--- src/soc_pkg.sv ---
package soc_pkg;

    // Widths with a meaning of their own
    // Byte address on the data bus and fetch port
    typedef logic [15:0] addr_t;
    // Data and instruction word
    typedef logic [31:0] word_t;
    // Scan codes and UART bytes
    typedef logic [7:0]  byte_t;
    // Word index into the unified memory
    typedef logic [9:0]  mem_idx_t;

    // Address map
    localparam addr_t ROM_BASE  = 16'h0000;
    localparam addr_t ROM_SIZE  = 16'h0400;
    localparam addr_t RAM_BASE  = 16'h0400;
    localparam addr_t RAM_SIZE  = 16'h0800;
    // 256 ROM words followed by 512 RAM words
    localparam int    MEM_WORDS = 768;
    localparam addr_t KEY_ADDR  = 16'h1000;
    localparam addr_t UART_ADDR = 16'h1004;

    // UART transmit sizing
    // Matches the receiver's buffer depth
    localparam int UART_CREDITS    = 4;
    localparam int UART_FIFO_DEPTH = 4;

    // PS/2 set 2 release prefix
    localparam byte_t BREAK_CODE = 8'hF0;

    // Counter and pointer widths for the UART path
    typedef logic [$clog2(UART_CREDITS + 1)-1:0]    credit_t;
    typedef logic [$clog2(UART_FIFO_DEPTH)-1:0]     fifo_ptr_t;
    typedef logic [$clog2(UART_FIFO_DEPTH + 1)-1:0] fifo_cnt_t;

    // Data bus request from the master
    typedef struct packed {
        addr_t addr;
        word_t wdata;
        logic  rd_en;
        logic  wr_en;
    } bus_req_t;

    // Data bus response back to the master
    typedef struct packed {
        word_t rdata;
        logic  rd_valid;
        logic  ack;
    } bus_rsp_t;

    // PS/2 frame receiver states
    typedef enum logic [1:0] {
        PS2_IDLE,
        PS2_DATA,
        PS2_PARITY,
        PS2_STOP
    } ps2_state_t;

endpackage

--- src/uart_credit_tx.sv ---
module uart_credit_tx (
    input  logic           clk,
    input  logic           rst_n,
    input  logic           push,
    input  soc_pkg::byte_t push_data,
    output logic           full,
    output logic           tx_valid,
    output soc_pkg::byte_t tx_data,
    input  logic           credit_return
);
    import soc_pkg::*;

    byte_t     fifo [UART_FIFO_DEPTH];
    fifo_ptr_t wr_ptr;
    fifo_ptr_t rd_ptr;
    fifo_cnt_t count;
    credit_t   credits;
    logic      send;

    assign full = (count == fifo_cnt_t'(UART_FIFO_DEPTH));

    // One byte per cycle while data and credit are both there
    assign send = (count != '0) && (credits != '0);

    always_ff @(posedge clk or negedge rst_n) begin
        if (!rst_n) begin
            wr_ptr   <= '0;
            rd_ptr   <= '0;
            count    <= '0;
            credits  <= credit_t'(UART_CREDITS);
            tx_valid <= 1'b0;
        end else begin
            tx_valid <= send;
            if (push) begin
                wr_ptr <= (wr_ptr == fifo_ptr_t'(UART_FIFO_DEPTH - 1)) ? '0 : wr_ptr + 1'b1;
            end
            if (send) begin
                rd_ptr <= (rd_ptr == fifo_ptr_t'(UART_FIFO_DEPTH - 1)) ? '0 : rd_ptr + 1'b1;
            end
            // Occupancy, push and send may coincide
            case ({push, send})
                2'b10:   count <= count + 1'b1;
                2'b01:   count <= count - 1'b1;
                default: count <= count;
            endcase
            // Credits, a send and a return in one cycle cancel out
            case ({send, credit_return})
                2'b10: credits <= credits - 1'b1;
                2'b01: begin
                    // Surplus returns are ignored
                    if (credits != credit_t'(UART_CREDITS)) begin
                        credits <= credits + 1'b1;
                    end
                end
                default: credits <= credits;
            endcase
        end
    end

    // Byte storage and output register
    always_ff @(posedge clk) begin
        if (push) begin
            fifo[wr_ptr] <= push_data;
        end
        if (send) begin
            tx_data <= fifo[rd_ptr];
        end
    end

endmodule
--- config.mk ---
export PLATFORM = sky130hd
export DESIGN_NAME = uart_credit_tx
export DESIGN_NICKNAME = d
export VERILOG_FILES = /design/src/soc_pkg.sv /design/src/uart_credit_tx.sv
export SDC_FILE = /design/constraint.sdc
export NUM_CORES = 1
export LEC_CHECK = 0
export BUFFER_PORTS_ARGS = -buffer_cell sky130_fd_sc_hd__buf_2
export CAP_MARGIN = 20
export CORE_MARGIN = 5
export CORE_UTILIZATION = 40
export CTS_BUF_LIST = sky130_fd_sc_hd__clkbuf_16
export CTS_CLUSTER_SIZE = 16
export DETAILED_ROUTE_END_ITERATION = 10
export SLEW_MARGIN = 20
export SYNTH_ARGS = -nofsm -noshare
export SYNTH_HDL_FRONTEND = slang
export SYNTH_SLANG_ARGS = --single-unit
--- constraint.sdc ---
create_clock -name clk -period 4 [get_ports clk]
set_input_delay 1.2 -clock clk [delete_from_list [all_inputs] [get_ports clk]]
set_output_delay 1.2 -clock clk [all_outputs]
set_load 0.03 [all_outputs]
==> out/metrics.cfg <==
[sta]
final_max_slew_viol_count=0
min_period_over_period=0.6384
tns_ps=0
clock.fmax_mhz=391.6
relSlewSlack=0.3182
min_period_ps=2553
worst_slew_pin_slew_ps=1019
worst_clock_skew_ps=4.995
final-hold-violation-count=0
rsz0062_at_grt=false
fin_ws_ps=1447
setup_viol=0

[finish]
syn_to_final_growth_pct=16.71
final_layout_size_suffix_gt1_frac=0.3165
n_antenna_cell=0
ff_latch_area_sq_mm=0.001478
multi_input_area_sq_um=571.8
final_nets=158
fillCellCount=469

[synth]
ys_warn_count=0
synthCells=113
ys_seq_elements=51
synthDistinctLibCells=30
ys_seq_area_frac=0.7123
syn_nets=133
synth_area_sq_mm=0.002074
avgSynthCellArea_sq_um=18.36

[clock_network]
cts.reportedPaths.clkPinSlew_ps=70
cts_sinks=51
cts_buffer_depth=2
ctsHoldBuffers=0
cts_tree=built
clock_latency_ps=280
postCtsResizedCells=0
cts-buffers-inserted=5
post-cts-setup-buffer-count=0
htree_levels=2
cts-root-buf=clkbuf_16

[status]
status=completed

[drt]
wl_met1_mm=1.365
wl_per_cell_um=15.31
dr.first_iter.drc_count=41
top_layer=met4
ant_nets=0
dr.pass1.iters=4
drc=0
dr_total_vias=1025
wl_met3_um=102
wirelength_mm=3.200
via_per_inst=4.904
route.met2.wl_mm=1.690

[worst_setup_path]
crit_path_max_fanout=12
crit_required_ps=4170
crit_arrival_ps=2730
cp-start-kind=flip-flop
path_class=flip-flop to flip-flop
max_stage_delay_ps=780
cp-end-kind=flip-flop
slowest_stage=nor2_1
path_cells=nor3_1, nor2_1, ha_1, fa_1, mux2_2

[placed_design]
io_buffers=21
post-place-ws_ps=1296
dp_hpwl_mm=2.192
globalplace.congestion=0.7267

[grt]
overflow=0
antenna_found_initial=0
grt_use_total=0.1093
grt_max_degree=17
grt_pass1_vias=1076
grt_pass1_wl_mm=5.285

[pwr]
cellLeakagePower_nw=0.8903
p_total_w=0.001984
peakVddDrop_mv=0.4024
p_per_area_mw_per_mm2=819.7

[floorplan]
die_x_um=82.02
start_util=0.4088
ioPinCount=22
fp.coreArea_sq_mm=0.005075
die_area_sq_mm=0.006726
die_y_um=82.02
rows=26

[flow_run]
cap_viol_max_count=0

[worst_hold_path]
hold_class=flip-flop to flip-flop

[registers in the layout (all words and copies together), names as in the netlist]
name / count
count: 3
tx_data: 8
wr_ptr: 2
fifo: 32
tx_valid: 1
credits: 3
rd_ptr: 2
[metrics by stage]
step | instance area (sq um) | utilization | hold WS, ps | cells
2_1_floorplan | 2074 | - | 477.0 | 113
4_1_cts | 2421 | 0.4771 | 513.4 | 209
6_report | 2421 | 0.4771 | 509.5 | 209
5_1_grt | 2421 | 0.4771 | 541.8 | 209
3_5_place_dp | 2253 | 0.4440 | 504.1 | 201
3_3_place_gp | 2253 | 0.4440 | 495.9 | 201
[worst max-delay path, delay by kind of cell (launching register included)]
| kind | cells | cell delay [ps] |
|---|---|---|
| mux | 1 | 260 |
| flops | 1 | 560 |
| fa+ha+maj | 2 | 770 |
| simple gates | 2 | 850 |
[cell type report]
class,instances,area share
Multi-Input combinational cell,56,0.2362
Clock inverter,3,0.01757
Tap cell,70,0.03618
Clock buffer,5,0.05168
Timing Repair Buffer,21,0.04341
Inverter,3,0.004651
Sequential cell,51,0.6103
[power by group]
part | switching, W | leakage (nW) | internal (W)
logic | 0.000331 | 0.305 | 0.000283
registers | 0.000127 | 0.503 | 0.000770
clock network | 0.000178 | 0.0818 | 0.000295
[kinds of logic after synthesis]
logic type / after synthesis / synth area share
adders and majority gates: 8 / 0.05549
muxes: 11 / 0.1031
xor gates and xnor gates: 4 / 0.01689
AOI/OAI and AO/OA: 11 / 0.03800
DFF: 51 / 0.7123
buffers and inverters: 6 / 0.01206
and+or+nand+nor: 22 / 0.06212
[layout by cell type, fill, tap and decap left out, types with 4 or more instances in the layout]
cell,count
ha_1,6
and2_1,4
nor2_1,6
clkbuf_16,5
o21ai_0,5
buf_2,21
dfrtp_1,10
mux4_2,8
edfxtp_1,40
[path summary, 6_finish.rpt]
| path | from | to | slack, ps | depth (start not counted) |
|---|---|---|---|---|
| worst max-delay path | credits[2] | count[1] | 1450 | 5 |
| worst min-delay path | count[2] | count[2] | 510 | 1 |
| worst max register to register | credits[2] | count[1] | 1450 | 5 |
| worst min register to register | count[2] | count[2] | 510 | 1 |
| max in group asynchronous | rst_n | credits[2] | 2960 | 1 |
| min in group asynchronous | rst_n | wr_ptr[0] | 770 | 1 |
[synthesized netlist by cell type]
cell type	number	area, sq um
a21boi_0	1	7.510
a21oi_1	1	5.000
a31oi_1	1	6.260
and2_1	4	25.02
and2_4	1	8.760
and3_1	1	6.260
and3_4	1	11.26
buf_1	1	3.750
buf_2	2	10.01
dfrtp_1	10	250.2
dfstp_2	1	26.28
edfxtp_1	40	1201
fa_1	2	40.04
ha_1	6	75.07
inv_1	3	11.26
mux2_2	3	33.78
mux4_2	8	180.2
nand2_1	1	3.750
nand3_1	1	5.000
nor2_1	6	22.52
nor3_1	3	15.01
nor3b_1	1	7.510
o21ai_0	5	25.02
o221ai_1	1	8.760
o32a_1	1	10.01
o41ai_2	1	16.27
or3_1	2	12.51
or3_4	1	11.26
xnor2_1	2	17.52
xor2_1	2	17.52
[layer usage]
layer | vias up | track usage
met5 | - | 0
met4 | 0 | 0.03488
met3 | 4 | 0.03947
met2 | 15 | 0.1931
met1 | 524 | 0.1222
li1 | 482 | -
No activity file was read; power rests on OpenSTA's default activity.
