==> config.mk <==
export PLATFORM = sky130hd
export DESIGN_NAME = bus_controller
export DESIGN_NICKNAME = d
export VERILOG_FILES = /design/src/soc_pkg.sv /design/src/bus_controller.sv
export SDC_FILE = /design/constraint.sdc
export NUM_CORES = 1
export LEC_CHECK = 0
export BUFFER_PORTS_ARGS = -buffer_cell sky130_fd_sc_hd__buf_2
export CAP_MARGIN = 10
export CORE_AREA = 2 2 79 81
export DETAILED_ROUTE_END_ITERATION = 6
export DIE_AREA = 0 0 81 83
export PLACE_DENSITY = 0.76
export SLEW_MARGIN = 20
export SYNTH_ARGS = -nofsm -noshare
export SYNTH_HDL_FRONTEND = slang
export SYNTH_SLANG_ARGS = --single-unit
==> constraint.sdc <==
create_clock -name clk -period 2.8 [get_ports clk]
set_clock_uncertainty 0.15 [all_clocks]
set_input_delay 0.14 -clock clk [delete_from_list [all_inputs] [get_ports clk]]
set_output_delay 0.14 -clock clk [all_outputs]
set_load 0.05 [all_outputs]
==> src/soc_pkg.sv <==
package soc_pkg;

    // Widths with a meaning of their own
    // Byte address on the data bus and fetch port
    typedef logic [15:0] addr_t;
    // Data and instruction word
    typedef logic [31:0] word_t;
    // Scan codes and UART bytes
    typedef logic [7:0]  byte_t;
    // Word index into the unified memory
    typedef logic [9:0]  mem_idx_t;

    // Address map
    localparam addr_t ROM_BASE  = 16'h0000;
    localparam addr_t ROM_SIZE  = 16'h0400;
    localparam addr_t RAM_BASE  = 16'h0400;
    localparam addr_t RAM_SIZE  = 16'h0800;
    // 256 ROM words followed by 512 RAM words
    localparam int    MEM_WORDS = 768;
    localparam addr_t KEY_ADDR  = 16'h1000;
    localparam addr_t UART_ADDR = 16'h1004;

    // UART transmit sizing
    // Matches the receiver's buffer depth
    localparam int UART_CREDITS    = 4;
    localparam int UART_FIFO_DEPTH = 4;

    // PS/2 set 2 release prefix
    localparam byte_t BREAK_CODE = 8'hF0;

    // Counter and pointer widths for the UART path
    typedef logic [$clog2(UART_CREDITS + 1)-1:0]    credit_t;
    typedef logic [$clog2(UART_FIFO_DEPTH)-1:0]     fifo_ptr_t;
    typedef logic [$clog2(UART_FIFO_DEPTH + 1)-1:0] fifo_cnt_t;

    // Data bus request from the master
    typedef struct packed {
        addr_t addr;
        word_t wdata;
        logic  rd_en;
        logic  wr_en;
    } bus_req_t;

    // Data bus response back to the master
    typedef struct packed {
        word_t rdata;
        logic  rd_valid;
        logic  ack;
    } bus_rsp_t;

    // PS/2 frame receiver states
    typedef enum logic [1:0] {
        PS2_IDLE,
        PS2_DATA,
        PS2_PARITY,
        PS2_STOP
    } ps2_state_t;

endpackage

==> src/bus_controller.sv <==
module bus_controller (
    input  logic              clk,
    input  logic              rst_n,
    input  soc_pkg::bus_req_t req,
    output soc_pkg::bus_rsp_t rsp,
    output soc_pkg::mem_idx_t b_idx,
    output logic              b_we,
    output soc_pkg::word_t    b_wdata,
    input  soc_pkg::word_t    b_rdata,
    output logic              key_rd,
    input  soc_pkg::word_t    key_word,
    output logic              push,
    output soc_pkg::byte_t    push_data,
    input  logic              full
);
    import soc_pkg::*;

    // Region decode
    logic  rom_sel;
    logic  ram_sel;
    logic  key_sel;
    logic  uart_sel;

    logic  uart_stall;
    logic  rd_acc;
    logic  wr_acc;

    // Read source of the previous accepted read
    logic  rd_valid_q;
    logic  src_mem_q;
    logic  src_key_q;
    word_t key_q;

    assign rom_sel  = (req.addr >= ROM_BASE) && (req.addr < ROM_BASE + ROM_SIZE);
    assign ram_sel  = (req.addr >= RAM_BASE) && (req.addr < RAM_BASE + RAM_SIZE);
    assign key_sel  = (req.addr == KEY_ADDR);
    assign uart_sel = (req.addr == UART_ADDR);

    // Hold the master off while the UART FIFO is full
    assign uart_stall = req.wr_en && uart_sel && full;

    assign rsp.ack = (req.rd_en || req.wr_en) && !uart_stall;
    assign rd_acc  = req.rd_en && rsp.ack;
    assign wr_acc  = req.wr_en && rsp.ack;

    // Memory port B, ROM and RAM share one word index space
    assign b_idx   = req.addr[11:2];
    // ROM writes are dropped here
    assign b_we    = wr_acc && ram_sel;
    assign b_wdata = req.wdata;

    // Side effects of accepted accesses
    assign key_rd    = rd_acc && key_sel;
    assign push      = wr_acc && uart_sel;
    assign push_data = req.wdata[7:0];

    always_ff @(posedge clk or negedge rst_n) begin
        if (!rst_n) begin
            rd_valid_q <= 1'b0;
            src_mem_q  <= 1'b0;
            src_key_q  <= 1'b0;
        end else begin
            rd_valid_q <= rd_acc;
            src_mem_q  <= rd_acc && (rom_sel || ram_sel);
            src_key_q  <= rd_acc && key_sel;
        end
    end

    // Key word captured before the read clears its valid bit
    always_ff @(posedge clk) begin
        if (rd_acc && key_sel) begin
            key_q <= key_word;
        end
    end

    // Unmapped reads come back as zero
    always_comb begin
        if (src_mem_q) begin
            rsp.rdata = b_rdata;
        end else if (src_key_q) begin
            rsp.rdata = key_q;
        end else begin
            rsp.rdata = '0;
        end
    end

    assign rsp.rd_valid = rd_valid_q;

endmodule

==> impl_results.md <==
* Synthesized area at 1890 µm²
* Status: completed
* Final WL at 5280 µm
* Syn_area_per_cell at 12.9 µm²
* Async SR Flop Fraction at 8.57%
* Via count at 1,562
* WHS at 35.1 ps
* RD Place Congestion at 0.818
* Hold Crit Class: primary input to asynchronous set/reset pin
* Synth Net Count at 263
* Mapped Cells at 146
* Hpwl dp at 3830 µm
* Worst-path cell chain: nor2b_2, buf_12, a22o_1, buf_2
* Worst Max-Slew Pin Slew at 557 ps
* Vias in the first global route at 1,677
* DRC Markers at 0
* GRT overflow at 0
* FP Rows at 28
* # fillers at 552
* Cell taking the most area after synthesis: edfxtp_1
* Port Buffers at 131
* CTS tree: yes
* Final Util at 46.7%
* Post-synth EDFFs at 32
* Worst setup path class: flip-flop to primary output
* Htree depth at 2
* Initial core utilization at 32.4%
* Worst Path Arrival at 1790 ps
* Worst setup EP type: primary output
* Layout area overhead at 44.1%
* DIE HEIGHT at 83 µm
* Synth top area share at 51.0%
* Setup WS post-layout at 724 ps
* Prevailing post-synth register cell: edfxtp_1
* Cell with the most instances after synthesis: buf_4
* Critical Path RT at 2510 ps
* Power Density at 434 nW/µm²
* Slew margin rel. at 62.7%
* Setup TNS at 0 ps
* DR vias/cell at 4.59
* Final Instance Count excl. Fillers at 340
* Area contributors post-synth: edfxtp_1, buf_4, a22o_1, dfrtp_1, buf_2
* ANT nets after route at 0
* TritonRoute pass-1 iters at 2
* Number of I/O pins at 204
* Clock tree buffer depth at 2
* Core ar. at 5820 µm²
* CTS buffer count at 5
* Met2 WL post-DR at 2970 µm
* Top delay family on crit path: buffers and inverters
* Max Clock Freq at 0.482 GHz
* Critical Path Slowest Stage Cell: nor2b_2
* MaxCap Viol Count at 0
* FF+latch count, synth at 35
* Top routing layer in use: met4
* Buffers and inverters on the worst path at 2
* Cells resized by post-CTS repair at 0
* Unrepaired setup endpoints after global routing: false
* Initial antenna violation count at 0
* Final instance area at 2720 µm²
* Synth cell count leaders: buf_4, edfxtp_1, a22o_1
* Largest net degree at the start of global routing at 34
* Pre-CTS WS at 845 ps
* Max stage delay on crit path at 470 ps
* Root Buffer: clkbuf_8
* Ratio of cells with drive above 1 in the final layout at 56.2%
* Clk slew on worst S/H paths at 60 ps
* Metal3 WL at 378 µm
* Die area at 6720 µm²
* Fin. Hold Viols at 0
* Setup violations, final at 0
* First-pass GRT wire length at 7890 µm
* Overall Global Routing Usage at 15.5%
* Clk sinks at 35
* Post-synthesis sequential area ratio at 54.9%
* Period minus WS final at 2080 ps
* Metal1 wirelength at 1750 µm
* Die width at 81 µm
* Final period util at 74.1%
* Placed cells at 298
* DRT iter0 DRCs at 33
* Post-placement cell area at 2270 µm²
* CP max FO at 20
* ANT cells at 0
* Yosys cell types at 22
* Final nets at 381
* Worst setup SP type: flip-flop
* Area taken by multi-input logic gates at 440 µm²
* Final Max Tran Viols at 0
* Post-DR wirelength/cell at 15.5 µm
* Total number of yosys warnings at 0
* Storage cell area at 1040 µm²
* Leakage at 1.28 nW
* Power, Total at 1.18 mW
* Worst VDD drop at 0.222 mV
-- worst max-delay path by stage --
| stage | from | endpoint | depth (start not counted) |
|---|---|---|---|
| 2_1_floorplan | req[42] | key_q[0]$_DFFE_PP_ | 3 |
| 3_3_place_gp | req[45] | key_rd | 6 |
| 3_5_place_dp | req[34] | key_rd | 6 |
| 4_1_cts | src_mem_q$_DFF_PN0_ | rsp[32] | 4 |
| 5_1_grt | src_mem_q$_DFF_PN0_ | rsp[5] | 4 |
| 6_report | src_mem_q$_DFF_PN0_ | rsp[5] | 4 |
-- cell usage in the layout, fill, tap and decap left out, drive strengths merged --
| cell type | n |
|---|---|
| buf | 135 |
| dlygate4sd3 | 34 |
| edfxtp | 32 |
| a22o | 31 |
| clkbuf | 5 |
| nand2 | 4 |
| and3 | 3 |
| dfrtp | 3 |
| nor4 | 3 |
| nor3 | 2 |
| clkinv | 2 |
| o21ai | 1 |
| nor2b | 1 |
| nor4b | 1 |
| and4 | 1 |
| nor2 | 1 |
| a21oi | 1 |
| a21boi | 1 |
| xor2 | 1 |
| nand4 | 1 |
| nor3b | 1 |
| bufinv | 1 |
-- metal layers --
| layer | global-route usage, % | vias to the layer above |
|---|---|---|
| met5 | 0 | - |
| met4 | 7.70 | 0 |
| met3 | 2.93 | 26 |
| met2 | 30.6 | 80 |
| met1 | 14.3 | 726 |
| li1 | - | 730 |
-- where the power goes --
group          internal, mW  leakage (nW)  switching, mW
logic                0.0876         0.893         0.0900
clock network         0.260        0.0556          0.169
registers             0.571         0.327       0.000263
-- cells by family (layout without fill, tap and decap cells) --
| kind of cell | after synthesis | count (layout) | synth area share [%] |
|---|---|---|---|
| buf+inv | 58 | 177 | 22.0 |
| flops | 35 | 35 | 54.9 |
| compound gates | 34 | 34 | 15.3 |
| simple gates | 18 | 18 | 7.23 |
| xor+xnor | 1 | 1 | 0.465 |
-- sequential cells by signal, summed over array words and instances (netlist names) --
register,flops
src_key_q,1
src_mem_q,1
key_q,32
rd_valid_q,1
-- what timing repair did --
action,in CTS,in global routing
hold buffers,34,0
setup buffers,0,0
hold endpoints to repair,36,0
-- cell type report --
| cell class | count | area share [%] |
|---|---|---|
| timing repair buffer | 169 | 38.2 |
| clock inverter | 3 | 1.43 |
| sequential | 35 | 38.1 |
| clock buffer | 5 | 2.53 |
| tap | 75 | 3.45 |
| multi-input combinational | 53 | 16.2 |
Note: power is estimated with default switching activity, not from simulation.
