## config.mk

```make
export PLATFORM = sky130hd
export DESIGN_NAME = ps2_receiver
export DESIGN_NICKNAME = d
export VERILOG_FILES = /design/src/soc_pkg.sv /design/src/ps2_receiver.sv
export SDC_FILE = /design/constraint.sdc
export NUM_CORES = 1
export LEC_CHECK = 0
export BUFFER_PORTS_ARGS = -buffer_cell sky130_fd_sc_hd__buf_4
export CELL_PAD_IN_SITES_DETAIL_PLACEMENT = 1
export CELL_PAD_IN_SITES_GLOBAL_PLACEMENT = 2
export CORE_UTILIZATION = 39
export CTS_BUF_LIST = sky130_fd_sc_hd__clkbuf_4 sky130_fd_sc_hd__clkbuf_8
export DETAILED_ROUTE_END_ITERATION = 16
export MAX_ROUTING_LAYER = met4
export PLACE_DENSITY_LB_ADDON = 0.08
export SETUP_SLACK_MARGIN = 0.4
export SLEW_MARGIN = 10
export SYNTH_ARGS = -nofsm -noshare
export SYNTH_HDL_FRONTEND = slang
export SYNTH_SLANG_ARGS = --single-unit
```

## constraint.sdc

```tcl
create_clock -name clk -period 1.96 [get_ports clk]
set_input_delay 0.294 -clock clk [delete_from_list [all_inputs] [get_ports clk]]
set_output_delay 0.294 -clock clk [all_outputs]
set_load 0.005 [all_outputs]
```

## src/soc_pkg.sv

```systemverilog
package soc_pkg;

    // Widths with a meaning of their own
    // Byte address on the data bus and fetch port
    typedef logic [15:0] addr_t;
    // Data and instruction word
    typedef logic [31:0] word_t;
    // Scan codes and UART bytes
    typedef logic [7:0]  byte_t;
    // Word index into the unified memory
    typedef logic [9:0]  mem_idx_t;

    // Address map
    localparam addr_t ROM_BASE  = 16'h0000;
    localparam addr_t ROM_SIZE  = 16'h0400;
    localparam addr_t RAM_BASE  = 16'h0400;
    localparam addr_t RAM_SIZE  = 16'h0800;
    // 256 ROM words followed by 512 RAM words
    localparam int    MEM_WORDS = 768;
    localparam addr_t KEY_ADDR  = 16'h1000;
    localparam addr_t UART_ADDR = 16'h1004;

    // UART transmit sizing
    // Matches the receiver's buffer depth
    localparam int UART_CREDITS    = 4;
    localparam int UART_FIFO_DEPTH = 4;

    // PS/2 set 2 release prefix
    localparam byte_t BREAK_CODE = 8'hF0;

    // Counter and pointer widths for the UART path
    typedef logic [$clog2(UART_CREDITS + 1)-1:0]    credit_t;
    typedef logic [$clog2(UART_FIFO_DEPTH)-1:0]     fifo_ptr_t;
    typedef logic [$clog2(UART_FIFO_DEPTH + 1)-1:0] fifo_cnt_t;

    // Data bus request from the master
    typedef struct packed {
        addr_t addr;
        word_t wdata;
        logic  rd_en;
        logic  wr_en;
    } bus_req_t;

    // Data bus response back to the master
    typedef struct packed {
        word_t rdata;
        logic  rd_valid;
        logic  ack;
    } bus_rsp_t;

    // PS/2 frame receiver states
    typedef enum logic [1:0] {
        PS2_IDLE,
        PS2_DATA,
        PS2_PARITY,
        PS2_STOP
    } ps2_state_t;

endpackage

```

## src/ps2_receiver.sv

```systemverilog
module ps2_receiver (
    input  logic           clk,
    input  logic           rst_n,
    input  logic           ps2_clk,
    input  logic           ps2_dat,
    output soc_pkg::byte_t code,
    output logic           code_valid
);
    import soc_pkg::*;

    // Two flop synchronizers, both lines idle high
    logic [1:0] clk_sync;
    logic [1:0] dat_sync;
    logic       clk_prev;
    logic       fall;
    logic       dat_bit;

    ps2_state_t state;
    logic [2:0] bit_cnt;
    byte_t      shift_q;
    logic       parity_q;
    logic       frame_ok;

    always_ff @(posedge clk or negedge rst_n) begin
        if (!rst_n) begin
            clk_sync <= 2'b11;
            dat_sync <= 2'b11;
            clk_prev <= 1'b1;
        end else begin
            clk_sync <= {clk_sync[0], ps2_clk};
            dat_sync <= {dat_sync[0], ps2_dat};
            clk_prev <= clk_sync[1];
        end
    end

    // Falling PS2_CLK edge, one system clock wide
    assign fall    = clk_prev && !clk_sync[1];
    assign dat_bit = dat_sync[1];

    // Odd parity over data plus parity bit, stop bit must be one
    assign frame_ok = dat_bit && (^{shift_q, parity_q});

    // Frame sequencing
    always_ff @(posedge clk or negedge rst_n) begin
        if (!rst_n) begin
            state      <= PS2_IDLE;
            bit_cnt    <= '0;
            code_valid <= 1'b0;
        end else begin
            code_valid <= 1'b0;
            if (fall) begin
                case (state)
                    PS2_IDLE: begin
                        // Start bit is a zero
                        if (!dat_bit) begin
                            state   <= PS2_DATA;
                            bit_cnt <= '0;
                        end
                    end
                    PS2_DATA: begin
                        bit_cnt <= bit_cnt + 3'd1;
                        if (bit_cnt == 3'd7) begin
                            state <= PS2_PARITY;
                        end
                    end
                    PS2_PARITY: begin
                        state <= PS2_STOP;
                    end
                    PS2_STOP: begin
                        // Bad frames just fall back to idle
                        code_valid <= frame_ok;
                        state      <= PS2_IDLE;
                    end
                    default: begin
                        state <= PS2_IDLE;
                    end
                endcase
            end
        end
    end

    // Data path, LSB arrives first
    always_ff @(posedge clk) begin
        if (fall) begin
            if (state == PS2_DATA) begin
                shift_q <= {dat_bit, shift_q[7:1]};
            end
            if (state == PS2_PARITY) begin
                parity_q <= dat_bit;
            end
            if (state == PS2_STOP && frame_ok) begin
                code <= shift_q;
            end
        end
    end

endmodule

```

==> impl_metrics.env <==
export IMPL_status="finished clean"
export IMPL_path_clk_slew_ns=0.15
export IMPL_cp_max_fo=9
export IMPL_drv_slew=0
export IMPL_end_kind="flip-flop"
export IMPL_ys_flop_type="edfxtp_1"
export IMPL_viasPerCell=4.93
export IMPL_required_ns=2.02
export IMPL_clock_latency_ns=0.32
export IMPL_synth_top_area_share=0.476
export IMPL_grt_setup_unrepaired="true"
export IMPL_n_antenna_cell=0
export IMPL_leakage_nw=0.560
export IMPL_clkPwrFrac=0.258
export IMPL_combPwrFrac=0.207
export IMPL_io_pins=13
export IMPL_hold_viol=0
export IMPL_core_area_mm2=0.00254
export IMPL_antenna_found_initial=0
export IMPL_max_freq_mhz=585
export IMPL_crit_path_start="shift_q[6]$_DFFE_PP_"
export IMPL_track_usage=0.128
export IMPL_yosys_register_bits=28
export IMPL_synth_top_area_cell="edfxtp_1"
export IMPL_fin_hold_ws_ns=0.0593
export IMPL_io_buffers=12
export IMPL_worst_pin_slew_ns=0.247
export IMPL_synth_area_top_cells="edfxtp_1, dfrtp_1, dfstp_2"
export IMPL_root_buffer="clkbuf_4"
export IMPL_drive_gt1_frac=0.367
export IMPL_fin_tns_setup_ns=0
export IMPL_path_class="flip-flop to flip-flop"
export IMPL_firstDrtPassIters=3
export IMPL_drt_iter0_markers=2
export IMPL_synthArstFlopShare=0.393
export IMPL_clockBufferDepth=2
export IMPL_numCtsBuffers=3
export IMPL_grt_overflow=0
export IMPL_setup_viol_count_final=0
export IMPL_cts_sinks=28
export IMPL_fin_ws_ns=0.250
export IMPL_maxSlewHeadroom=0.835
export IMPL_cts_tree="done"
export IMPL_nets=90
export IMPL_dieWidth_um=54.5
export IMPL_areaGrowthSynthToFinish_pct=23.7
export IMPL_post_route_util=0.522
export IMPL_avgRoutedWirePerCell_um=14.3
export IMPL_via_count=537
export IMPL_netlist_area_mm2=0.00107
export IMPL_yosys_warnings=0
export IMPL_start_kind="flip-flop"
export IMPL_grt_max_degree=17
export IMPL_fillCellCount=260
export IMPL_drtAntennaViolNets=0
export IMPL_fin_crit_sh=0.873
export IMPL_worst_ep_arrival_time_ns=1.77
export IMPL_grt_pass1_wl_um=2460
export IMPL_cap_viol_max_count=0
export IMPL_vdd_ir_drop_worst_mv=0.661
export IMPL_ys_types=22
export IMPL_min_period_ns=1.71
export IMPL_first_global_vias=521
export IMPL_drc=0
export IMPL_syn_nets=68
export IMPL_switching_power_mw=0.355
export IMPL_hold_start="ps2_clk"
export IMPL_place_ws_ns=0.185
export IMPL_pwr_share_seq=0.535
export IMPL_ys_seq_area_frac=0.738
export IMPL_internal_power_mw=1.08
export IMPL_skew_ns=0.00329
export IMPL_start_util=0.422
export IMPL_htree_levels=1
export IMPL_hpwl_um=1130
export IMPL_switching_share=0.247
export IMPL_hold_class="primary input to flip-flop"
export IMPL_die_h_um=54.5
export IMPL_place_gp_congestion=0.617
export IMPL_r2r_start="shift_q[6]$_DFFE_PP_"
export IMPL_wl_um=1560
export IMPL_synth_edf_count=17
export IMPL_synth_cells=58
export IMPL_std_cell_rows=18
export IMPL_p_per_area_mw_per_mm2=1080
export IMPL_die_area_mm2=0.00297
export IMPL_avgSynthCellArea_um2=18.5
## cells in the final DEF, fill, tap and decap left out, drive strengths merged, types with 2 or more instances in the layout
cell	instances
and2	2
a22o	2
inv	2
edfxtp	17
buf	16
clkbuf	3
ha	6
dfrtp	6
dfstp	5
xnor2	2
xnor3	2
mux2	2
mux2i	2
## area by class of cell
| type | instances | area [um^2] | area share |
|---|---|---|---|
| Tap cell | 30 | 37.5 | 0.0283 |
| Timing Repair Buffer | 17 | 143 | 0.107 |
| Clock inverter | 1 | 30.0 | 0.0226 |
| Clock buffer | 3 | 22.5 | 0.0170 |
| Sequential cell | 28 | 792 | 0.597 |
| Multi-Input combinational cell | 28 | 295 | 0.222 |
| Inverter | 2 | 7.51 | 0.00566 |
## Yosys cell counts, types with 2 or more instances
cell,count
ha_1,6
inv_1,2
and2_1,2
xnor3_1,2
mux2i_1,2
xnor2_1,2
a22o_1,2
dfrtp_1,6
dfstp_2,5
edfxtp_1,17
## kinds of logic after synthesis
| family | after synthesis | synth area share |
|---|---|---|
| mux | 4 | 0.0396 |
| buf+inv | 2 | 0.00700 |
| compound gates | 3 | 0.0233 |
| fa+ha+maj | 6 | 0.0699 |
| xor+xnor | 5 | 0.0664 |
| flops | 28 | 0.738 |
| simple gates | 10 | 0.0559 |
## registers in the layout (all words and copies together) (netlist names)
signal / cells
shift_q: 8
state: 2
bit_cnt: 3
code_valid: 1
code: 8
clk_prev: 1
parity_q: 1
clk_sync: 2
dat_sync: 2
## metal layers
| layer | GRT usage | part of all wire | vias to the layer above |
|---|---|---|---|
| met2 | 0.213 | 0.53 | 12 |
| met3 | 0.0250 | 0.033 | 2 |
| met5 | - | 0 | - |
| met1 | 0.150 | 0.43 | 266 |
| li1 | - | - | 257 |
| met4 | 0.0513 | 0.0077 | 0 |
## repair_timing
item	in CTS	in global routing
setup buffers	3	1
setup endpoints to repair	9	17
gates resized for setup	1	1
hold buffers	1	0
hold endpoints to repair	11	0
## worst max-delay path, stage by stage, from the launching register on
cell,delay [ns]
edfxtp_1,0.45
xnor2_1,0.15
xnor3_1,0.43
mux2i_4,0.28
buf_12,0.15
## final timing paths
check | endpoint | slack, ns | cells past startpoint
setup / recovery | code[2]$_DFFE_PP_ | 0.25 | 4
hold / removal | clk_sync[0]$_DFF_PN1_ | 0.06 | 1
setup reg to reg | code[2]$_DFFE_PP_ | 0.25 | 4
hold reg to reg | dat_sync[1]$_DFF_PN1_ | 0.37 | 0
max in group asynchronous | dat_sync[1]$_DFF_PN1_ | 1.42 | 2
min in group asynchronous | bit_cnt[0]$_DFFE_PN0P_ | 0.31 | 2
## stage by stage
step	power, mW	cells	instance area [um^2]
floorplan	0.974	58	1090
global placement	1.04	100	1210
detailed placement	1.05	100	1210
CTS	1.44	108	1320
global route	1.51	109	1330
finish	1.44	109	1330
## power by group through the flow
stage	clock (mW)	combinational, mW	sequential [mW]
after floorplan	0	0.209	0.765
after global placement	0	0.262	0.778
after detailed placement	0	0.270	0.781
after CTS	0.381	0.284	0.772
after global routing	0.395	0.338	0.778
final	0.370	0.298	0.768
Note: power is estimated with default switching activity, not from simulation.
