### src/soc_pkg.sv
package soc_pkg;

    // Widths with a meaning of their own
    // Byte address on the data bus and fetch port
    typedef logic [15:0] addr_t;
    // Data and instruction word
    typedef logic [31:0] word_t;
    // Scan codes and UART bytes
    typedef logic [7:0]  byte_t;
    // Word index into the unified memory
    typedef logic [9:0]  mem_idx_t;

    // Address map
    localparam addr_t ROM_BASE  = 16'h0000;
    localparam addr_t ROM_SIZE  = 16'h0400;
    localparam addr_t RAM_BASE  = 16'h0400;
    localparam addr_t RAM_SIZE  = 16'h0800;
    // 256 ROM words followed by 512 RAM words
    localparam int    MEM_WORDS = 768;
    localparam addr_t KEY_ADDR  = 16'h1000;
    localparam addr_t UART_ADDR = 16'h1004;

    // UART transmit sizing
    // Matches the receiver's buffer depth
    localparam int UART_CREDITS    = 4;
    localparam int UART_FIFO_DEPTH = 4;

    // PS/2 set 2 release prefix
    localparam byte_t BREAK_CODE = 8'hF0;

    // Counter and pointer widths for the UART path
    typedef logic [$clog2(UART_CREDITS + 1)-1:0]    credit_t;
    typedef logic [$clog2(UART_FIFO_DEPTH)-1:0]     fifo_ptr_t;
    typedef logic [$clog2(UART_FIFO_DEPTH + 1)-1:0] fifo_cnt_t;

    // Data bus request from the master
    typedef struct packed {
        addr_t addr;
        word_t wdata;
        logic  rd_en;
        logic  wr_en;
    } bus_req_t;

    // Data bus response back to the master
    typedef struct packed {
        word_t rdata;
        logic  rd_valid;
        logic  ack;
    } bus_rsp_t;

    // PS/2 frame receiver states
    typedef enum logic [1:0] {
        PS2_IDLE,
        PS2_DATA,
        PS2_PARITY,
        PS2_STOP
    } ps2_state_t;

endpackage

### src/key_irq_unit.sv
module key_irq_unit (
    input  logic           clk,
    input  logic           rst_n,
    input  soc_pkg::byte_t code,
    input  logic           code_valid,
    input  logic           key_rd,
    input  logic           irq_ack,
    output soc_pkg::word_t key_word,
    output logic           irq
);
    import soc_pkg::*;

    logic  break_pend;
    logic  key_valid;
    byte_t key_code;
    logic  is_make;

    // Make code: not the prefix and not the byte after it
    assign is_make = code_valid && !break_pend && (code != BREAK_CODE);

    always_ff @(posedge clk or negedge rst_n) begin
        if (!rst_n) begin
            break_pend <= 1'b0;
            key_valid  <= 1'b0;
            key_code   <= '0;
            irq        <= 1'b0;
        end else begin
            // Any received byte updates the prefix flag
            // Release byte clears it again
            if (code_valid) begin
                break_pend <= (code == BREAK_CODE);
            end

            // Latest make code wins over a read in the same cycle
            if (is_make) begin
                key_code  <= code;
                key_valid <= 1'b1;
            end else if (key_rd) begin
                key_valid <= 1'b0;
            end

            // Interrupt request, set beats acknowledge
            if (is_make) begin
                irq <= 1'b1;
            end else if (irq_ack) begin
                irq <= 1'b0;
            end
        end
    end

    // Bit 8 valid, low byte scan code
    assign key_word = {23'd0, key_valid, key_code};

endmodule

### config.mk
export PLATFORM = sky130hd
export DESIGN_NAME = key_irq_unit
export DESIGN_NICKNAME = d
export VERILOG_FILES = /design/src/soc_pkg.sv /design/src/key_irq_unit.sv
export SDC_FILE = /design/constraint.sdc
export NUM_CORES = 1
export LEC_CHECK = 0
export ABC_AREA = 1
export BUFFER_PORTS_ARGS = -buffer_cell sky130_fd_sc_hd__buf_2
export CORE_MARGIN = 10
export CORE_UTILIZATION = 43
export DETAILED_ROUTE_END_ITERATION = 7
export PLACE_DENSITY = 0.83
export RECOVER_POWER = 100
export REMOVE_ABC_BUFFERS = 1
export SYNTH_ARGS = -nofsm -noshare
export SYNTH_HDL_FRONTEND = slang
export SYNTH_SLANG_ARGS = --single-unit
### constraint.sdc
create_clock -name clk -period 1.4 [get_ports clk]
set_input_delay 0.07 -clock clk [delete_from_list [all_inputs] [get_ports clk]]
set_output_delay 0.07 -clock clk [all_outputs]
set_load 0.03 [all_outputs]
==> results summary, run 1 <==
The flow ran to the end, and the final reports show no timing, DRC or antenna violations. The part of the Yosys area used for sequential elements came out at 0.4135. Clock skew on the completed layout was measured at 0.001793 ns. The horizontal die dimension is 59.35 µm. The last weighted congestion value of the routability-driven placer came out at 0.8308. The later pin in the worst-skew pair is clocked with a latency of 0.26 ns. The global routing usage summed across all routing layers came out at 0.07682. The count of TritonRoute iterations in the first routing pass is 3.

The count of hold buffers inserted by post-cts repair is 3. The slowest stage of the critical path is the sky130_fd_sc_hd__dfrtp_1 cell. Sorting the synthesized cells by area gives the leading types as sky130_fd_sc_hd__dfrtp_1, sky130_fd_sc_hd__buf_4, sky130_fd_sc_hd__nand2_1, sky130_fd_sc_hd__nand3_1, sky130_fd_sc_hd__inv_1. In the finished design, the share of the clock period the worst path needs comes to 0.7205. The launch instance of the worst min-delay path is code[2]. The shortest clock period the worst path allows after layout is 1.009 ns. The number of instances on the worst hold path is 3.

In the layout the commonest cells are sky130_fd_sc_hd__conb_1, sky130_fd_sc_hd__nand2_1, sky130_fd_sc_hd__clkbuf_1, sky130_fd_sc_hd__dfrtp_1, sky130_fd_sc_hd__buf_2. The area fraction of the dominant cell type after synthesis is 0.4135. The initial antenna violation count is 0. In this run, post-CTS repair resized a total of 0 instances. The first-pass GRT wire length came out at 2111 µm. In this run the worst hold path is classified as in -> reg. The worst register-to-register path ends at key_code[6].

The initialized floorplan defines 14 standard-cell rows. The required arrival time at the worst endpoint came out at 1.33 ns. The clock transition time at the flip-flop clock pins of the worst setup and hold paths is 0.07 ns. Registers take 275.3 µm².

The tree is rooted in a sky130_fd_sc_hd__clkbuf_4. The synthesis-stage register bit count came out at 11. The maximum level of the CTS H-tree is 1. Once placement finished, the instance area stood at 698.2 µm². 46 I/O pins were placed. The number of buffers added on ports is 22. The via count is 509. In this run, the number of DRC markers left after iteration 0 of detailed routing was 7. The cell count after synthesis came out at 80. At the end of the flow, the number of nets in the layout was 121. Along the worst path, the maximum fanout reaches 2. The initial core utilization came out at 0.4471. Once layout is complete, the utilization of the core stands at 0.4975. The leakage power is 0.4391 nW.

The floorplan step defined a die boundary enclosing 3522 µm². The netlist uses 10 different library cells. The clock drives 11 sinks. Broken down by cell family, the worst path's largest delay share belongs to flip-flops.

The critical path goes through clkbuf_1. The number of endpoints failing setup at the final stage came out at 0. The synthesized netlist occupies a cell area of 665.6 µm².

The number of clock buffers inserted by TritonCTS is 3. The total count of max-transition violations in the final report is 0. The global route total overflow is 0. Counting along the longest clock path gives a buffer depth of 2. Entering global routing, the biggest net connects 12 pins.

The post-synthesis to final-layout area growth came out at 11.28%. The placeable core area came out at 1489 µm². The max-capacitance violation count is 0. The relative max-transition margin is 0.6097. The peak supply drop is 0.0004025 V. Across all register-to-register paths, the minimum setup slack is 0.40 ns. The startpoint identified for the worst register-to-register timing path is break_pend. The worst setup path is of the reg -> out kind. The slew at the pin with the worst max-slew slack came out at 0.5854 ns. The count of buffers added by post-CTS timing repair for setup came out at 0. In the routed layout, each cell is associated on average with a via count of 4.138.

The library cell used most frequently in the layout, excluding fill and tap cells, is sky130_fd_sc_hd__conb_1. The remaining design rule violation count is 0. Dividing total power by cell area gives a power density of 1083 nW/µm². The final hold violation count was 0. The antenna violation net count after detailed routing came out at 0. The placed wire-length estimate is 1213 µm. The number of warnings printed during yosys synthesis is 0. In the final timing run, aggregate negative setup slack is 0 ns. The diode insertion count for antenna repair is 0. Counting both buffers and inverters, the worst setup path holds a total of 1. In the final routed layout, each cell accounts on average for 11.46 µm. STA classifies the critical path startpoint as a flop. The biggest area contributor in the post-synthesis netlist is sky130_fd_sc_hd__dfrtp_1. In this run the vertical extent of the chip is 59.35 µm. Dividing the synthesized area by the synthesized cell count gives 8.320 µm². In the final layout, the multi-input gates occupy 266.5 µm². The fmax came out at 991.4 MHz.

Setup repair after global routing left no endpoint under its margin. The fraction of final layout cells sized beyond drive strength 1 is 0.1776. Data on the critical path arrives at its endpoint at 0.94 ns. The maximum single-stage delay on the critical path came out at 0.35 ns. The overall routed net length came out at 1410 µm.

Measured in cells, the most critical reg-to-reg path has a length of 4. The TritonCTS clock tree is built. The design area is 740.7 µm².

The kind of end point of the critical path is an output port. The number of global-route vias before repair is 488. The path with the worst hold slack has its endpoint at key_code[2]. The fill cell total of the finished layout came out at 164.
==> where the power goes <==
part | internal (W) | switching [W] | leakage [nW]
logic | 0.0000442 | 0.000187 | 0.291
clock network | 0.000110 | 0.000104 | 0.0150
registers | 0.000343 | 0.0000132 | 0.133
total | 0.000497 | 0.000305 | 0.439
==> registers in the layout, indices dropped and copies added, names as in the netlist <==
| register | cells |
|---|---|
| irq | 1 |
| break_pend | 1 |
| key_valid | 1 |
| key_code | 8 |
==> per-layer routing <==
layer  vias up  global-route usage  routed length (µm)
li1        254                   -                   -
met2        35              0.1010                 520
met4         0             0.04918                   0
met5         -                   0                   0
met1       220             0.09383                 652
met3         0             0.04077                 237
==> worst reg2reg max path, stage by stage, from the launching register on <==
cell	delay [ns]
sky130_fd_sc_hd__dfrtp_1	0.41
sky130_fd_sc_hd__nor2_4	0.24
sky130_fd_sc_hd__nand2_4	0.12
sky130_fd_sc_hd__nand2_1	0.08
sky130_fd_sc_hd__nand2_1	0.04
==> cell type report <==
type                            instances  share of cell area
Clock buffer                            4             0.03547
Sequential cell                        11              0.3716
Multi-Input combinational cell         60              0.3598
Timing Repair Buffer                   25              0.1706
Inverter                                7             0.03547
Tap cell                               16             0.02703
==> stage by stage <==
| stage | setup WS [ns] | cells | hold WS [ns] | total power (W) |
|---|---|---|---|---|
| finish | 0.3913 | 123 | 0.04814 | 0.0008021 |
| global route | 0.3208 | 123 | 0.06610 | 0.0008451 |
| CTS | 0.3950 | 123 | 0.04178 | 0.0008113 |
| detailed placement | 0.4075 | 116 | -0.05181 | 0.0005931 |
| global placement | 0.4498 | 116 | -0.05662 | 0.0005906 |
| floorplan | 0.4885 | 78 | -0.2256 | 0.0005322 |
==> cells in the mapped netlist <==
library cell	instances
sky130_fd_sc_hd__buf_4	24
sky130_fd_sc_hd__conb_1	1
sky130_fd_sc_hd__dfrtp_1	11
sky130_fd_sc_hd__inv_1	7
sky130_fd_sc_hd__nand2_1	21
sky130_fd_sc_hd__nand2_4	2
sky130_fd_sc_hd__nand3_1	8
sky130_fd_sc_hd__nor2_2	2
sky130_fd_sc_hd__nor2_4	1
sky130_fd_sc_hd__o21ai_0	3
==> worst max path at each step <==
| stage | startpoint | end | slack, ns | depth (start not counted) |
|---|---|---|---|---|
| floorplan | break_pend | key_code[0] | 0.49 | 4 |
| global placement | break_pend | key_code[4] | 0.45 | 4 |
| detailed placement | break_pend | key_code[0] | 0.41 | 4 |
| CTS | break_pend | key_code[5] | 0.40 | 4 |
| global route | break_pend | key_code[5] | 0.32 | 4 |
| finish | key_code[1] | key_word[1] | 0.39 | 1 |
==> kinds of logic after synthesis <==
logic type,count (synthesis),synth area share
buffers and inverters,31,0.3102
other,1,0.005634
AOI/OAI and AO/OA,3,0.02255
DFF,11,0.4135
and+or+nand+nor,34,0.2481
(Power assumes the default switching activity.)
==> run 2: changes to the inputs <==
- CORE_UTILIZATION: 43 -> 39
- PLACE_DENSITY: 0.83 -> 0.76
- clock period: 1.4 -> 1 ns (I/O delays scaled with it)
==> results summary, run 2 (same netlist as run 1, synthesis figures left out) <==
The flow ran to the end, and the final reports show no timing, DRC or antenna violations. The required arrival time at the worst endpoint came out at 1.20 ns (-0.13 ns). The number of buffers added on ports is 22 (unchanged).

The clock latency on the worst-skew pair is 0.26 ns (about the same). For this run, the top clock speed supported by timing is 1082 MHz. The worst reg-to-reg setup slack is 0.08 ns (-0.32 ns).

The layout net count was 123 (+1.7%). The via count is 502 (-1.4%). The initial core utilization is 0.4270 (-0.02009). The kind of end point of the critical path is a flop. The leakage power is 0.4790 nW (+9.1%). The remaining design rule violation count came out at 0 (unchanged). The total power draw is 0.001125 W (+40%). The global routing usage summed across all routing layers is 0.08144 (+0.004621).

The share of the clock period used by the worst path after layout came out at 0.9240. The count of instances resized after the clock tree is built is 0 (unchanged). The number of endpoints failing setup at the final stage came out at 0 (unchanged). The count of buffers added by post-CTS timing repair for setup came out at 0 (unchanged). The average wire per cell in the routed design was 11.80 µm (+2.9%). The maximum single-stage delay on the critical path came out at 0.41 ns (+0.06 ns). The total power density per cell area is 1464 nW/µm² (+35%). Setup repair after global routing left no endpoint under its margin. The maximum net fanout on the critical path came out at 4 (+2).

The relative max-transition margin came to 0.6081 (-0.001681). The overall routed net length came out at 1475 µm (+4.6%). On the critical path, the stage with the largest delay is an instance of sky130_fd_sc_hd__dfrtp_1. The number of top-level pins came out at 46 (unchanged). The library cell used most frequently in the layout, excluding fill and tap cells, is sky130_fd_sc_hd__conb_1. The global route total overflow came to 0 (unchanged). The type of the setup path with the least slack is reg -> reg. The number of instances on the worst hold path is 3 (unchanged). The number of buffers on the longest clock path came to 2 (unchanged). The slew at the pin with the worst max-slew slack is 0.5879 ns (+0.002522 ns).

The cell depth of the worst flop-to-flop path came out at 4 (unchanged). The last weighted congestion value of the routability-driven placer is 0.7801 (-6.1%). The most flop-heavy register is key_code. The maximum level of the CTS H-tree is 1 (unchanged).

The beginning of the worst register-to-register path is break_pend. The flip-flop count of the largest register, all copies and words added came to 8 (unchanged). The total negative slack came out at 0 ns (unchanged). The final hold violation count is 0 (unchanged). The number of clock sinks seen by CTS was 11 (unchanged). The fill cell total of the finished layout is 167 (+1.8%). The total area of sequential cells was 275.3 µm² (unchanged). The diode insertion count for antenna repair came to 0 (unchanged). The placeable core area came out at 1559 µm² (+4.7%).

The number of rows in the core area came out at 14 (unchanged). The number of global-route vias before repair came out at 528 (+8.2%). The die outline area came out at 3760 µm² (+6.7%). The number of buffers and inverters on the critical path came out at 1 (unchanged). The count of hold buffers inserted by post-cts repair is 3 (unchanged).

The total count of max-transition violations in the final report is 0 (unchanged). The area taken by multi-input logic gates came out at 266.5 µm² (unchanged). The height of the die came out at 61.32 µm (+3.3%). The first-pass GRT wire length is 2270 µm (+7.5%).

The initial antenna violation count came out at 0 (unchanged). The count of TritonRoute iterations in the first routing pass came out at 4 (+1). The worst path arrival time came out at 1.12 ns (+0.18 ns). The path with the worst hold slack has its endpoint at key_code[6]. Counting I/O delays and the setup requirement, the final critical path takes 0.9240 ns.

Traced cell by cell, the critical path runs through nor2_4 > buf_4 > nand3_1 > nand2_1. The number of clock buffers inserted by TritonCTS is 3 (unchanged). The violation count after the first detailed-routing iteration came out at 6 (-1). TritonCTS built the clock tree. STA classifies the critical path startpoint as a flop. The maximum number of pins on one net before global-route repair came out at 12 (unchanged). In this run the worst hold path is classified as in -> reg. The peak supply drop is 0.0007707 V (+91%).

The horizontal die dimension is 61.32 µm (+3.3%). The via count normalized by instance count is 4.016 (-3.0%). The clock transition time at the flip-flop clock pins of the worst setup and hold paths came to 0.07 ns (about the same). The post-synthesis to final-layout area growth came out at 15.41%. The max-capacitance violation count came out at 0 (unchanged). In this run the critical register-to-register path is captured at key_code[2]. The setup clock skew after layout is 0.003286 ns (+0.001493 ns).

The launch instance of the worst min-delay path is code[6]. In this run the worst setup path begins at break_pend. The antenna violation net count after detailed routing came out at 0 (unchanged). The tree is rooted in a sky130_fd_sc_hd__clkbuf_4. In the layout the commonest cells are sky130_fd_sc_hd__conb_1, sky130_fd_sc_hd__nand2_1, sky130_fd_sc_hd__dfrtp_1, sky130_fd_sc_hd__buf_2, sky130_fd_sc_hd__clkbuf_2.

The cell family contributing the most delay on the critical path is flip-flops. The fraction of final layout cells sized beyond drive strength 1 came out at 0.2844 (+0.1068).
==> run 2: changes by cell type in the layout (fill, tap and decap cells not counted) <==
cell and change:
sky130_fd_sc_hd__buf_4 +2, sky130_fd_sc_hd__clkbuf_1 -10, sky130_fd_sc_hd__clkbuf_2 +10
==> run 2: how the worst max path moves through the flow <==
stage	endpoint	cells after the start	slack, ns
after floorplan	key_code[0]	4	0.09
after global placement	key_code[1]	4	0.13
after detailed placement	key_code[2]	4	0.09
after CTS	key_code[2]	4	0.06
after global routing	key_code[2]	4	0.0004
final	key_code[2]	4	0.08
==> run 2: power breakdown <==
| group | switching (W) | internal [W] | leakage, nW |
|---|---|---|---|
| sequential | 0.0000175 | 0.000480 | 0.133 |
| clock | 0.000134 | 0.000154 | 0.0150 |
| combinational | 0.000263 | 0.0000762 | 0.331 |
| total | 0.000414 | 0.000710 | 0.479 |
==> run 2: final cells by class <==
cell class | count | share of cell area
multi-input combinational | 60 | 0.3469
inverter | 7 | 0.03420
clock buffer | 4 | 0.03420
timing repair buffer | 27 | 0.2003
sequential | 11 | 0.3583
tap | 16 | 0.02606
==> run 2: per-stage QoR <==
stage                     setup slack [ns]  instance area, µm²  cells    util  hold slack (ns)
final                              0.07602               768.2    125  0.4928          0.02839
after global routing             0.0004127               768.2    125  0.4928          0.02385
after CTS                          0.05725               769.5    125  0.4936          0.02325
after detailed placement           0.08931               713.2    118  0.4575         -0.06418
after global placement              0.1262               713.2    118  0.4575         -0.07103
after floorplan                    0.08846               568.0     78       -          -0.2456
==> run 2: layer usage <==
metal | GRT usage | part of all wire | up-vias
li1 | - | - | 257
met1 | 0.08422 | 0.38 | 207
met4 | 0.009772 | 0.0027 | 0
met2 | 0.1287 | 0.44 | 36
met3 | 0.06790 | 0.18 | 2
met5 | 0 | 0 | -
==> run 2: worst register-to-register path: cells and delay by family (launching register included) <==
kind	cells	cell delay [ns]
flip-flops	1	0.41
AND/OR/NAND/NOR	3	0.30
buffers and inverters	1	0.15
==> run 3: changes to the inputs <==
- clock period: 1 -> 0.9 ns (I/O delays scaled with it)
==> results summary, run 3 (same netlist as run 1, synthesis figures left out) <==
The largest individual stage delay along the critical path comes from the cell sky130_fd_sc_hd__dfrtp_1. The type of the setup path with the least slack is reg -> reg. The flip-flop count of the largest register, all copies and words added was 8 (unchanged). The last weighted congestion value of the routability-driven placer is 0.7801 (unchanged). The post-layout instance count excluding filler cells came out at 126 (+0.80%). The via count is 503 (+0.20%). The total power density per cell area is 1599 nW/µm² (+9.2%). The shortest clock period the worst path allows after layout came to 0.9058 ns (-0.01822 ns). The fraction of final layout cells sized beyond drive strength 1 is 0.2909 (+0.006505). The average wire per cell in the routed design is 11.66 µm (-1.2%).

The maximum net fanout on the critical path came to 4 (unchanged). The library cell used most frequently in the layout, excluding fill and tap cells, is sky130_fd_sc_hd__conb_1. The height of the die came to 61.32 µm (unchanged).

The maximum level of the CTS H-tree is 1 (unchanged). The share of the clock period used by the worst path after layout was 1.006 (+0.08242). The violation count after the first detailed-routing iteration is 13 (+7). The required arrival time at the worst endpoint is 1.10 ns (-0.10 ns). The most flop-heavy register is key_code. The fmax came out at 1104 MHz (+2.0%). The number of instances on the worst hold path is 3 (unchanged). The placed instance area is 713.2 µm² (unchanged). The first-pass GRT wire length is 2263 µm (-0.31%). The top cell types in the final layout, fill and taps aside, are sky130_fd_sc_hd__conb_1, sky130_fd_sc_hd__nand2_1, sky130_fd_sc_hd__buf_2, sky130_fd_sc_hd__dfrtp_1, sky130_fd_sc_hd__nand3_1. The clock latency on the worst-skew pair came out at 0.26 ns (about the same). The class of the tightest hold or removal check is in -> reg.

The design area is 797.0 µm² (+3.7%). The maximum number of pins on one net before global-route repair came out at 12 (unchanged). The total count of max-transition violations in the final report is 0 (unchanged). The number of buffers added on ports was 22 (unchanged). The initial antenna violation count was 0 (unchanged). The leakage power was 0.4890 nW (+2.1%). The number of rows in the core area is 14 (unchanged). The number of endpoints failing setup at the final stage came out at 2 (+2). The final reports fail on setup timing. STA classifies the critical path startpoint as a flop. TritonCTS built the clock tree. The signal on the critical path passes through nor2_4 > buf_6 > nand3_1 > nand2_1. The relative max-transition margin is 0.5996 (-0.008458). The cell depth of the worst flop-to-flop path came out at 4 (unchanged). The global routing usage summed across all routing layers is 0.08102 (-0.0004198). The number of clock sinks seen by CTS is 11 (unchanged). Clock tree synthesis selected as its root buffer the cell sky130_fd_sc_hd__clkbuf_4. The final hold violation count came out at 0 (unchanged). The worst-case setup margin in the final layout is -0.005763 ns (-0.08178 ns). The fill cell total of the finished layout came out at 163 (-2.4%). The number of cells after detailed placement came out at 118 (unchanged).

The remaining design rule violation count came out at 0 (unchanged). The run finished, with violations left. The worst-case hold slack came to 0.02315 ns (-0.005241 ns). The via count normalized by instance count came out at 3.992 (-0.60%).

The initial core utilization was 0.4270 (unchanged). Setup repair after global routing could not meet its margin everywhere. The count of TritonRoute iterations in the first routing pass came out at 2 (-2). The number of clock buffers inserted by TritonCTS came out at 3 (unchanged). The layout net count came out at 124 (+0.81%). The number of buffers on the longest clock path is 2 (unchanged). The clock transition time at the flip-flop clock pins of the worst setup and hold paths came out at 0.07 ns (about the same). The max-capacitance violation count is 0 (unchanged).

The diode insertion count for antenna repair came out at 0 (unchanged). The setup clock skew after layout came to 0.003521 ns (+0.0002352 ns). The global route total overflow is 0 (unchanged). The horizontal die dimension came out at 61.32 µm (unchanged). The peak supply drop is 0.0008581 V (+11%).

The worst setup path is captured at a flop. The number of top-level pins came to 46 (unchanged). The overall routed net length is 1469 µm (-0.41%).

The number of global-route vias before repair came out at 533 (+0.95%). The antenna violation net count after detailed routing came out at 0 (unchanged). The worst path arrival time came out at 1.11 ns (about the same).

The slew at the pin with the worst max-slew slack came out at 0.6006 ns (+0.01269 ns). The placeable core area is 1559 µm² (unchanged). The die outline area came out at 3760 µm² (unchanged). The pre-CTS worst setup slack is -0.01069 ns (-0.1000 ns). The maximum single-stage delay on the critical path came out at 0.41 ns (about the same). The post-synthesis to final-layout area growth is 19.74%.
[run 3: final cells by class]
type                    count  area [µm²]  share of cell area
repair buffers             28       182.7              0.2292
clock buffers               4       26.28             0.03297
well taps                  16       20.02             0.02512
inverters                   7       26.28             0.03297
flip-flops and latches     11       275.3              0.3454
multi-input cells          60       266.5              0.3344
[run 3: metal layers]
metal / wire (µm) / vias to the layer above / global-route usage / share of wire
met5: 0 / - / 0 / 0
met4: 4 / 0 / 0.009772 / 0.0027
met3: 265 / 2 / 0.06790 / 0.18
met2: 669 / 34 / 0.1302 / 0.46
met1: 530 / 210 / 0.08185 / 0.36
li1: - / 257 / - / -
[run 3: power by group]
| part | internal [W] | switching [W] |
|---|---|---|
| Clock | 0.000171 | 0.000150 |
| Sequential | 0.000533 | 0.0000195 |
| Combinational | 0.000106 | 0.000294 |
[run 3: through the flow]
step           total power (W)  utilization  setup TNS [ns]
4_1_cts               0.001274       0.4984        -0.06479
3_5_place_dp         0.0009302       0.4575        -0.01789
2_1_floorplan        0.0008279            -        -0.09236
5_1_grt               0.001352       0.5112         -0.6058
3_3_place_gp         0.0009254       0.4575               0
6_report              0.001274       0.5112       -0.007789
[run 3: worst paths after layout]
| check | from | end | slack (ns) |
|---|---|---|---|
| setup / recovery | break_pend | key_code[2] | -0.006 |
| hold / removal | code[6] | key_code[6] | 0.02 |
| setup reg to reg | break_pend | key_code[2] | -0.006 |
| hold reg to reg | key_code[3] | key_code[3] | 0.47 |
| max in group asynchronous | rst_n | key_code[6] | 0.22 |
| min in group asynchronous | rst_n | key_code[1] | 0.29 |
[run 3: timing repair]
action	4_1_cts	5_1_grt
pin swaps	1	0
buffers inserted	0	1
resized for setup	2	9
hold buffers	3	0
endpoints found under the setup margin	8	14
hold endpoints to repair	13	0
[run 3: worst max-delay path: cells and delay by family (launching register included)]
| family | cells | cell delay [ns] |
|---|---|---|
| buf+inv | 1 | 0.13 |
| flops | 1 | 0.41 |
| simple gates | 3 | 0.30 |
